### src/hdl/ooo_pkg.sv
package ooo_pkg;

    // core sizing
    localparam int NUM_RS = 4;
    localparam int TAG_W = 3;
    localparam int XLEN = 32;
    localparam int NUM_REGS = 32;
    localparam int SLOT_W = $clog2(NUM_RS);

    typedef logic [XLEN-1:0] word_t;
    typedef logic [TAG_W-1:0] tag_t;
    typedef logic [4:0] reg_idx_t;
    typedef logic [31:0] instr_t;
    typedef logic [SLOT_W-1:0] slot_idx_t;

    typedef enum logic [3:0] {
        ALU_ADD,
        ALU_SUB,
        ALU_SLL,
        ALU_SLT,
        ALU_SLTU,
        ALU_XOR,
        ALU_SRL,
        ALU_SRA,
        ALU_OR,
        ALU_AND
    } alu_op_e;

    // accepted major opcodes
    localparam logic [6:0] OPC_LUI = 7'b0110111;
    localparam logic [6:0] OPC_AUIPC = 7'b0010111;
    localparam logic [6:0] OPC_IMM = 7'b0010011;
    localparam logic [6:0] OPC_REG = 7'b0110011;

    // field positions inside instr_t
    localparam int OPC_LSB = 0;
    localparam int RD_LSB = 7;
    localparam int F3_LSB = 12;
    localparam int RS1_LSB = 15;
    localparam int RS2_LSB = 20;
    localparam int F7_LSB = 25;

endpackage
### src/hdl/cdb_if.sv
`timescale 1ns/1ns

interface cdb_if;

    // one result per cycle at most
    logic valid;
    ooo_pkg::tag_t tag;
    ooo_pkg::word_t data;
    ooo_pkg::reg_idx_t rd;
    ooo_pkg::word_t pc;

    modport driver (
        output valid,
        output tag,
        output data,
        output rd,
        output pc
    );

    modport listener (
        input valid,
        input tag,
        input data,
        input rd,
        input pc
    );

endinterface

### src/hdl/rs_if.sv
`timescale 1ns/1ns

interface rs_if;

    // dispatch from issue
    logic disp_we;
    ooo_pkg::alu_op_e disp_op;
    ooo_pkg::word_t disp_vj;
    ooo_pkg::word_t disp_vk;
    ooo_pkg::tag_t disp_qj;
    ooo_pkg::tag_t disp_qk;
    ooo_pkg::reg_idx_t disp_rd;
    ooo_pkg::word_t disp_pc;

    // slot status and held operation
    logic busy;
    logic ready;
    ooo_pkg::alu_op_e op;
    ooo_pkg::word_t vj;
    ooo_pkg::word_t vk;
    ooo_pkg::reg_idx_t rd;
    ooo_pkg::word_t pc;

    // execute select
    logic grant;

    modport issue (output disp_we, disp_op, disp_vj, disp_vk, disp_qj, disp_qk,
                   disp_rd, disp_pc, input busy);
    modport slot (input disp_we, disp_op, disp_vj, disp_vk, disp_qj, disp_qk,
                  disp_rd, disp_pc, grant,
                  output busy, ready, op, vj, vk, rd, pc);
    modport execute (input ready, op, vj, vk, rd, pc, output grant);

endinterface

### src/hdl/ooo_core_top.sv
`timescale 1ns/1ns

module ooo_core_top (
    input  logic                clk,
    input  logic                rst,

    // instruction queue side
    input  logic                instr_valid_i,
    input  ooo_pkg::instr_t     instr_i,
    input  ooo_pkg::word_t      pc_i,
    output logic                instr_take_o,
    output logic                illegal_o,

    // writeback straight from the cdb
    output logic                wb_valid_o,
    output ooo_pkg::tag_t       wb_tag_o,
    output ooo_pkg::reg_idx_t   wb_rd_o,
    output ooo_pkg::word_t      wb_data_o,
    output ooo_pkg::word_t      wb_pc_o
);

    rs_if rs_bus [ooo_pkg::NUM_RS] ();
    cdb_if cdb_bus ();

    issue_unit i_issue_unit (
        .clk           (clk),
        .rst           (rst),
        .instr_valid_i (instr_valid_i),
        .instr_i       (instr_i),
        .pc_i          (pc_i),
        .instr_take_o  (instr_take_o),
        .illegal_o     (illegal_o),
        .rs            (rs_bus),
        .cdb           (cdb_bus)
    );

    // slot g carries tag g+1
    for (genvar g = 0; g < ooo_pkg::NUM_RS; g++) begin : g_rs
        rs_entry #(
            .SLOT_TAG (ooo_pkg::tag_t'(g + 1))
        ) i_rs_entry (
            .clk  (clk),
            .rst  (rst),
            .slot (rs_bus[g]),
            .cdb  (cdb_bus)
        );
    end

    exec_broadcast i_exec_broadcast (
        .clk (clk),
        .rst (rst),
        .rs  (rs_bus),
        .cdb (cdb_bus)
    );

    assign wb_valid_o = cdb_bus.valid;
    assign wb_tag_o = cdb_bus.tag;
    assign wb_rd_o = cdb_bus.rd;
    assign wb_data_o = cdb_bus.data;
    assign wb_pc_o = cdb_bus.pc;

endmodule

### src/hdl/exec_broadcast.sv
`timescale 1ns/1ns

module exec_broadcast (
    input  logic  clk,
    input  logic  rst,
    rs_if.execute rs [ooo_pkg::NUM_RS],
    cdb_if.driver cdb
);

    logic [ooo_pkg::NUM_RS-1:0] ready_vec;
    logic [ooo_pkg::NUM_RS-1:0] grant_vec;
    ooo_pkg::alu_op_e op_a [ooo_pkg::NUM_RS];
    ooo_pkg::word_t vj_a [ooo_pkg::NUM_RS];
    ooo_pkg::word_t vk_a [ooo_pkg::NUM_RS];
    ooo_pkg::reg_idx_t rd_a [ooo_pkg::NUM_RS];
    ooo_pkg::word_t pc_a [ooo_pkg::NUM_RS];

    logic any_ready;
    ooo_pkg::slot_idx_t sel_idx;
    ooo_pkg::word_t a;
    ooo_pkg::word_t b;
    ooo_pkg::word_t result;

    for (genvar g = 0; g < ooo_pkg::NUM_RS; g++) begin : g_slot
        assign ready_vec[g] = rs[g].ready;
        assign op_a[g] = rs[g].op;
        assign vj_a[g] = rs[g].vj;
        assign vk_a[g] = rs[g].vk;
        assign rd_a[g] = rs[g].rd;
        assign pc_a[g] = rs[g].pc;
        assign grant_vec[g] = any_ready && (sel_idx == ooo_pkg::slot_idx_t'(g));
        assign rs[g].grant = grant_vec[g];
    end

    // lowest ready slot wins
    always_comb begin
        any_ready = 1'b0;
        sel_idx = '0;
        for (int i = ooo_pkg::NUM_RS - 1; i >= 0; i--) begin
            if (ready_vec[i]) begin
                any_ready = 1'b1;
                sel_idx = ooo_pkg::slot_idx_t'(i);
            end
        end
    end

    assign a = vj_a[sel_idx];
    assign b = vk_a[sel_idx];

    always_comb begin
        case (op_a[sel_idx])
            ooo_pkg::ALU_ADD:  result = a + b;
            ooo_pkg::ALU_SUB:  result = a - b;
            ooo_pkg::ALU_SLL:  result = a << b[4:0];
            ooo_pkg::ALU_SLT:  result = {{(ooo_pkg::XLEN-1){1'b0}}, $signed(a) < $signed(b)};
            ooo_pkg::ALU_SLTU: result = {{(ooo_pkg::XLEN-1){1'b0}}, a < b};
            ooo_pkg::ALU_XOR:  result = a ^ b;
            ooo_pkg::ALU_SRL:  result = a >> b[4:0];
            ooo_pkg::ALU_SRA:  result = ooo_pkg::word_t'($signed(a) >>> b[4:0]);
            ooo_pkg::ALU_OR:   result = a | b;
            default:           result = a & b;
        endcase
    end

    // broadcast one cycle after grant, tag stays in 1..NUM_RS
    always_ff @(posedge clk) begin
        if (rst) begin
            cdb.valid <= 1'b0;
            cdb.tag <= ooo_pkg::tag_t'(1);
        end else begin
            cdb.valid <= any_ready;
            cdb.tag <= ooo_pkg::tag_t'(sel_idx) + ooo_pkg::tag_t'(1);
        end
    end

    always_ff @(posedge clk) begin
        cdb.data <= result;
        cdb.rd <= rd_a[sel_idx];
        cdb.pc <= pc_a[sel_idx];
    end

    a_grant_onehot: assert property (
        @(posedge clk) disable iff (rst) $onehot0(grant_vec)
    );

endmodule

### src/hdl/rs_entry.sv
`timescale 1ns/1ns

module rs_entry #(
    parameter ooo_pkg::tag_t SLOT_TAG = ooo_pkg::tag_t'(1)
) (
    input  logic    clk,
    input  logic    rst,
    rs_if.slot      slot,
    cdb_if.listener cdb
);

    logic busy;
    ooo_pkg::tag_t qj;
    ooo_pkg::tag_t qk;
    logic hit_j;
    logic hit_k;

    ooo_pkg::alu_op_e op;
    ooo_pkg::word_t vj;
    ooo_pkg::word_t vk;
    ooo_pkg::reg_idx_t rd;
    ooo_pkg::word_t pc;

    // tag match on the bus
    assign hit_j = cdb.valid && (qj != '0) && (qj == cdb.tag);
    assign hit_k = cdb.valid && (qk != '0) && (qk == cdb.tag);

    always_ff @(posedge clk) begin
        if (rst) begin
            busy <= 1'b0;
            qj <= '0;
            qk <= '0;
        end else if (slot.disp_we) begin
            busy <= 1'b1;
            qj <= slot.disp_qj;
            qk <= slot.disp_qk;
        end else begin
            if (slot.grant) begin
                busy <= 1'b0;
            end
            if (hit_j) begin
                qj <= '0;
            end
            if (hit_k) begin
                qk <= '0;
            end
        end
    end

    // operation payload
    always_ff @(posedge clk) begin
        if (slot.disp_we) begin
            op <= slot.disp_op;
            vj <= slot.disp_vj;
            vk <= slot.disp_vk;
            rd <= slot.disp_rd;
            pc <= slot.disp_pc;
        end else begin
            if (hit_j) begin
                vj <= cdb.data;
            end
            if (hit_k) begin
                vk <= cdb.data;
            end
        end
    end

    assign slot.busy = busy;
    assign slot.ready = busy && (qj == '0) && (qk == '0);
    assign slot.op = op;
    assign slot.vj = vj;
    assign slot.vk = vk;
    assign slot.rd = rd;
    assign slot.pc = pc;

    a_no_load_busy: assert property (
        @(posedge clk) disable iff (rst) slot.disp_we |-> !busy
    );

    // own result can never be an operand, bypass resolves a freed tag
    a_no_self_wait: assert property (
        @(posedge clk) disable iff (rst) busy |-> (qj != SLOT_TAG) && (qk != SLOT_TAG)
    );

endmodule

### src/hdl/issue_unit.sv
`timescale 1ns/1ns

module issue_unit (
    input  logic                clk,
    input  logic                rst,
    input  logic                instr_valid_i,
    input  ooo_pkg::instr_t     instr_i,
    input  ooo_pkg::word_t      pc_i,
    output logic                instr_take_o,
    output logic                illegal_o,
    rs_if.issue                 rs [ooo_pkg::NUM_RS],
    cdb_if.listener             cdb
);

    logic [6:0] opcode;
    logic [2:0] funct3;
    logic alt;
    ooo_pkg::reg_idx_t rd;
    ooo_pkg::reg_idx_t rs1;
    ooo_pkg::reg_idx_t rs2;
    ooo_pkg::word_t i_imm;
    ooo_pkg::word_t u_imm;

    logic is_lui;
    logic is_auipc;
    logic is_imm;
    logic is_reg;
    logic accepted;
    logic dispatch;

    ooo_pkg::alu_op_e op;
    ooo_pkg::word_t op_vj;
    ooo_pkg::word_t op_vk;
    ooo_pkg::tag_t op_qj;
    ooo_pkg::tag_t op_qk;

    // architectural state and rename table
    ooo_pkg::word_t regs [ooo_pkg::NUM_REGS];
    ooo_pkg::tag_t rtag [ooo_pkg::NUM_REGS];

    ooo_pkg::tag_t src1_raw;
    ooo_pkg::tag_t src2_raw;
    logic src1_hit;
    logic src2_hit;
    ooo_pkg::word_t src1_val;
    ooo_pkg::word_t src2_val;
    ooo_pkg::tag_t src1_tag;
    ooo_pkg::tag_t src2_tag;

    logic [ooo_pkg::NUM_RS-1:0] busy_vec;
    logic any_free;
    ooo_pkg::slot_idx_t free_idx;
    ooo_pkg::tag_t free_tag;

    // field split
    assign opcode = instr_i[ooo_pkg::OPC_LSB +: 7];
    assign rd = instr_i[ooo_pkg::RD_LSB +: $bits(ooo_pkg::reg_idx_t)];
    assign funct3 = instr_i[ooo_pkg::F3_LSB +: 3];
    assign rs1 = instr_i[ooo_pkg::RS1_LSB +: $bits(ooo_pkg::reg_idx_t)];
    assign rs2 = instr_i[ooo_pkg::RS2_LSB +: $bits(ooo_pkg::reg_idx_t)];
    assign alt = instr_i[ooo_pkg::F7_LSB + 5];
    assign i_imm = {{(ooo_pkg::XLEN-12){instr_i[ooo_pkg::XLEN-1]}},
                    instr_i[ooo_pkg::RS2_LSB +: 12]};
    assign u_imm = {instr_i[ooo_pkg::F3_LSB +: 20], 12'h000};

    assign is_lui = (opcode == ooo_pkg::OPC_LUI);
    assign is_auipc = (opcode == ooo_pkg::OPC_AUIPC);
    assign is_imm = (opcode == ooo_pkg::OPC_IMM);
    assign is_reg = (opcode == ooo_pkg::OPC_REG);
    assign accepted = is_lui | is_auipc | is_imm | is_reg;

    // funct3 to alu op, bit 30 picks sub and sra
    always_comb begin
        case (funct3)
            3'd0: op = (is_reg && alt) ? ooo_pkg::ALU_SUB : ooo_pkg::ALU_ADD;
            3'd1: op = ooo_pkg::ALU_SLL;
            3'd2: op = ooo_pkg::ALU_SLT;
            3'd3: op = ooo_pkg::ALU_SLTU;
            3'd4: op = ooo_pkg::ALU_XOR;
            3'd5: op = alt ? ooo_pkg::ALU_SRA : ooo_pkg::ALU_SRL;
            3'd6: op = ooo_pkg::ALU_OR;
            default: op = ooo_pkg::ALU_AND;
        endcase
        if (is_lui || is_auipc) begin
            op = ooo_pkg::ALU_ADD;
        end
    end

    // source read with same-cycle cdb bypass
    assign src1_raw = rtag[rs1];
    assign src2_raw = rtag[rs2];
    assign src1_hit = cdb.valid && (src1_raw != '0) && (src1_raw == cdb.tag);
    assign src2_hit = cdb.valid && (src2_raw != '0) && (src2_raw == cdb.tag);
    assign src1_val = src1_hit ? cdb.data : regs[rs1];
    assign src2_val = src2_hit ? cdb.data : regs[rs2];
    assign src1_tag = src1_hit ? '0 : src1_raw;
    assign src2_tag = src2_hit ? '0 : src2_raw;

    always_comb begin
        op_vj = src1_val;
        op_qj = src1_tag;
        op_vk = src2_val;
        op_qk = src2_tag;
        if (is_lui) begin
            op_vj = '0;
            op_qj = '0;
        end else if (is_auipc) begin
            op_vj = pc_i;
            op_qj = '0;
        end
        if (is_lui || is_auipc) begin
            op_vk = u_imm;
            op_qk = '0;
        end else if (is_imm) begin
            op_vk = i_imm;
            op_qk = '0;
        end
    end

    // lowest free slot
    always_comb begin
        any_free = 1'b0;
        free_idx = '0;
        for (int i = ooo_pkg::NUM_RS - 1; i >= 0; i--) begin
            if (!busy_vec[i]) begin
                any_free = 1'b1;
                free_idx = ooo_pkg::slot_idx_t'(i);
            end
        end
    end

    assign free_tag = ooo_pkg::tag_t'(free_idx) + ooo_pkg::tag_t'(1);

    assign instr_take_o = instr_valid_i && (!accepted || any_free);
    assign illegal_o = instr_valid_i && !accepted;
    // x0 results are dropped here
    assign dispatch = instr_valid_i && accepted && any_free && (rd != '0);

    for (genvar g = 0; g < ooo_pkg::NUM_RS; g++) begin : g_slot
        assign busy_vec[g] = rs[g].busy;
        assign rs[g].disp_we = dispatch && (free_idx == ooo_pkg::slot_idx_t'(g));
        assign rs[g].disp_op = op;
        assign rs[g].disp_vj = op_vj;
        assign rs[g].disp_vk = op_vk;
        assign rs[g].disp_qj = op_qj;
        assign rs[g].disp_qk = op_qk;
        assign rs[g].disp_rd = rd;
        assign rs[g].disp_pc = pc_i;
    end

    always_ff @(posedge clk) begin
        if (rst) begin
            for (int i = 0; i < ooo_pkg::NUM_REGS; i++) begin
                regs[i] <= '0;
                rtag[i] <= '0;
            end
        end else begin
            // stale producers do not overwrite
            if (cdb.valid && (rtag[cdb.rd] == cdb.tag)) begin
                regs[cdb.rd] <= cdb.data;
                rtag[cdb.rd] <= '0;
            end
            // a new rename wins over the clear
            if (dispatch) begin
                rtag[rd] <= free_tag;
            end
        end
    end

    a_take_needs_valid: assert property (
        @(posedge clk) disable iff (rst) instr_take_o |-> instr_valid_i
    );

endmodule

### config.mk
export PLATFORM = sky130hd
export DESIGN_NAME = ooo_core_top
export DESIGN_NICKNAME = d
export VERILOG_FILES = /design/src/hdl/ooo_pkg.sv /design/src/hdl/cdb_if.sv /design/src/hdl/rs_if.sv /design/src/hdl/ooo_core_top.sv /design/src/hdl/exec_broadcast.sv /design/src/hdl/rs_entry.sv /design/src/hdl/issue_unit.sv
export SDC_FILE = /design/constraint.sdc
export NUM_CORES = 2
export LEC_CHECK = 0
export BUFFER_PORTS_ARGS = -buffer_cell sky130_fd_sc_hd__buf_2
export CAP_MARGIN = 20
export CORE_ASPECT_RATIO = 1.4
export CORE_UTILIZATION = 46
export CTS_BUF_LIST = sky130_fd_sc_hd__clkbuf_8 sky130_fd_sc_hd__clkbuf_16
export DETAILED_ROUTE_END_ITERATION = 7
export PLACE_DENSITY = 0.59
export SETUP_SLACK_MARGIN = 0.05
export SYNTH_ARGS = -nofsm -noshare
export SYNTH_HDL_FRONTEND = slang
export SYNTH_SLANG_ARGS = --single-unit
### constraint.sdc
create_clock -name clk -period 18.9 [get_ports clk]
set_clock_uncertainty 0.05 [all_clocks]
set_input_delay 2.835 -clock clk [delete_from_list [all_inputs] [get_ports clk]]
set_output_delay 2.835 -clock clk [all_outputs]
set_load 0.005 [all_outputs]
==> results.toml <==
[pwr]
p_per_area_mw_per_mm2 = 79.3
ir_drop_uv = 72.3
leakage_nw = 37.0

[setup_path]
arrival_ns = 8.89
required_ns = 19.56
reg2regPathDepth = 24
start_kind = "flop"
path_max_fanout = 119
worstSetupPathType = "flop to flop"
endpoint_kind = "flop"

[synthesis]
yosysMostFrequentCell = "edfxtp_1"
synth_area_leaders = "edfxtp_1 (50%), mux4_2 (18%), and2_1 (7.0%), mux2i_1 (3.5%), nor2_1 (2.8%)"
yosys.area.top_type = "edfxtp_1"
yosysWarnings = 0
synthFlopType = "edfxtp_1"
synth_cells = 7203
ys_ff_latch = 1641
async_reset_ff_share_pct = 0
synth_top_area_share_pct = 49.6
yosysSeqAreaShare_pct = 51.8
synthTopCellsByCount = "edfxtp_1 (1540), and2_1 (1036), mux4_2 (733)"
synth_area_mm2 = 0.0932
synth.distinct_cells = 102
avgSynthCellArea_um2 = 12.9
synth_edf_count = 1540

[cells_and_area]
layout.nets = 7270
area_growth_pct = 9.93
utilization_pct = 50.8
drive_above_1_share_pct = 22.3
stdcell_count = 9915
fillers = 17300

[die]
io_pins = 142
fp.dieW_um = 382
dieArea_mm2 = 0.204
coreArea_mm2 = 0.202
die_h_um = 535
placement_rows = 195
start_util_pct = 46.2

[detailed_routing]
avgViaCountPerCell = 6.56
wirelength_mm = 358
drtPass1Iterations = 8
wl_per_cell_um = 36.1
drtIter0Drc = 7806
drc = 120
ant_nets = 0
vias = 65100

[placed_design]
placed_cells = 9573
place_hpwl_mm = 228
gp_congestion = 1.06
pre_cts_ws_ns = 10.53
io_buffers = 141

[outcome]
status = "finished, violations left"
violations = "DRC"

[sta]
worst_pin_slew_ns = 1.31
worst_slack_ns = 10.66
rsz0062_at_grt = "no"
final.setup.tns_ns = 0
period_needed_ns = 8.24
hold_violations = 0
max_clock_freq_mhz = 121
slew_violations = 0
post-route-period-util_pct = 43.6
setup_viol = 0
max-slew-margin-rel_pct = 11.5
whs_ns = 0.450

[global_route]
grt_pass1_vias = 65500
antenna_found_initial = 39
grt_overflow = 0
grt_usage_pct = 35.0
grt_pass1_wl_mm = 502
grt_max_degree = 120

[min_path]
hp-class = "flop to flop"
worstHoldPathCells = 2

[clock_network]
cts-root-buf = "clkbuf_16"
post_cts_resized = 0
cts_tree = "done"
clockBufferDepth = 4
clk_pin_slew_ns = 0.07
clkLatencyLatePin_ns = 0.89
numClockSinks = 1641
numCtsBuffers = 173
ctsHoldBuffers = 0
htree_levels = 4
cts_setup_buffers = 0

[job]
maxCapViolCount = 0
path summary, 6_finish.rpt:
kind / startpoint / slack [ns] / to
worst max-delay path: g_rs[1].i_rs_entry.slot.busy$_SDFFE_PP0P_ / 10.66 / i_exec_broadcast.cdb.data[28]$_DFF_P_
worst min-delay path: g_rs[3].i_rs_entry.qj[0]$_SDFFE_PP0P_ / 0.45 / g_rs[3].i_rs_entry.qj[0]$_SDFFE_PP0P_
worst max register to register: g_rs[1].i_rs_entry.slot.busy$_SDFFE_PP0P_ / 10.66 / i_exec_broadcast.cdb.data[28]$_DFF_P_
worst min register to register: g_rs[3].i_rs_entry.qj[0]$_SDFFE_PP0P_ / 0.45 / g_rs[3].i_rs_entry.qj[0]$_SDFFE_PP0P_
where the power goes:
part | leakage [nW] | total, mW | switching [mW] | internal [mW]
combinational | 18.0 | 0.696 | 0.407 | 0.289
clock | 2.78 | 3.34 | 1.47 | 1.86
sequential | 16.2 | 4.09 | 0.0430 | 4.05
total | 37.0 | 8.12 | 1.92 | 6.20
registers in the layout (all words and copies together) (netlist names):
register                    cells
i_issue_unit.regs            1024
g_rs.i_rs_entry.slot.pc       128
g_rs.i_rs_entry.slot.vj       128
g_rs.i_rs_entry.slot.vk       128
i_issue_unit.rtag              96
i_exec_broadcast.cdb.data      32
i_exec_broadcast.cdb.pc        32
g_rs.i_rs_entry.slot.rd        20
g_rs.i_rs_entry.slot.op        16
g_rs.i_rs_entry.qj             12
g_rs.i_rs_entry.qk             12
i_exec_broadcast.cdb.rd         5
g_rs.i_rs_entry.slot.busy       4
i_exec_broadcast.cdb.tag        3
i_exec_broadcast.cdb.valid      1
logic make-up (layout without fill, tap and decap cells):
group           after synthesis  count (layout)  synth area share, %
compound gates              870             870                 6.48
simple gates               2615            2615                 14.3
flops                      1641            1641                 51.8
buf+inv                     791             811                 3.37
mux                        1137            1137                 22.2
xor+xnor                     45              45                0.423
other cells                   1              34              0.00402
fa+ha+maj                   103             103                 1.40
cell type report:
type                    count  area, µm²  area share, %
multi-input cells        4773      42200           41.2
well taps                2659       3330           3.25
diodes                     31       77.6         0.0757
clock inverters           112        749          0.732
clock buffers             188       4590           4.48
inverters                 120        463          0.452
flip-flops and latches   1641      48300           47.1
repair buffers            391       2770           2.70
through the flow:
step / total power, mW / cell area [µm²]
after floorplan: 4.59 / 93200
after CTS: 8.14 / 102000
after global routing: 8.31 / 102000
after global placement: 4.84 / 96800
after detailed placement: 4.85 / 96800
final: 8.12 / 102000
cell usage in the layout (no fill, tap or decap), types with 136 or more instances in the layout:
cell       count
edfxtp_1    1540
mux2i_1      316
nand2_1      494
a21oi_1      183
buf_4        239
clkbuf_16    178
and2_1      1035
inv_1        141
o21ai_0      136
mux4_2       733
nor2_1       661
routing by layer:
metal	global-route usage (%)	routed length, µm	vias up
li1	-	-	27000
met1	40.0	122000	33300
met2	58.2	176000	3632
met3	7.51	29900	1154
met4	25.4	30000	18
met5	0	138	-
critical path, cell delays in order, from the launching register on:
cell       delay (ns)
dfxtp_1          0.43
nor3b_1          0.39
and2_1           0.42
a211oi_4         0.08
buf_12           0.23
inv_4            0.43
a221o_1          0.35
nand2_4          0.37
inv_2            0.12
buf_4            0.56
ha_1             0.31
inv_1            0.07
fa_1             0.47
nor2b_1          0.17
o2111ai_1        0.22
nand3_1          0.72
a2111oi_0        0.81
o21bai_1         0.21
a2111oi_0        0.54
buf_2            0.24
or2_2            0.14
xnor2_1          0.11
o221ai_1         0.16
a211oi_1         0.27
o21ai_0          0.11
No activity file was read; power rests on OpenSTA's default activity.
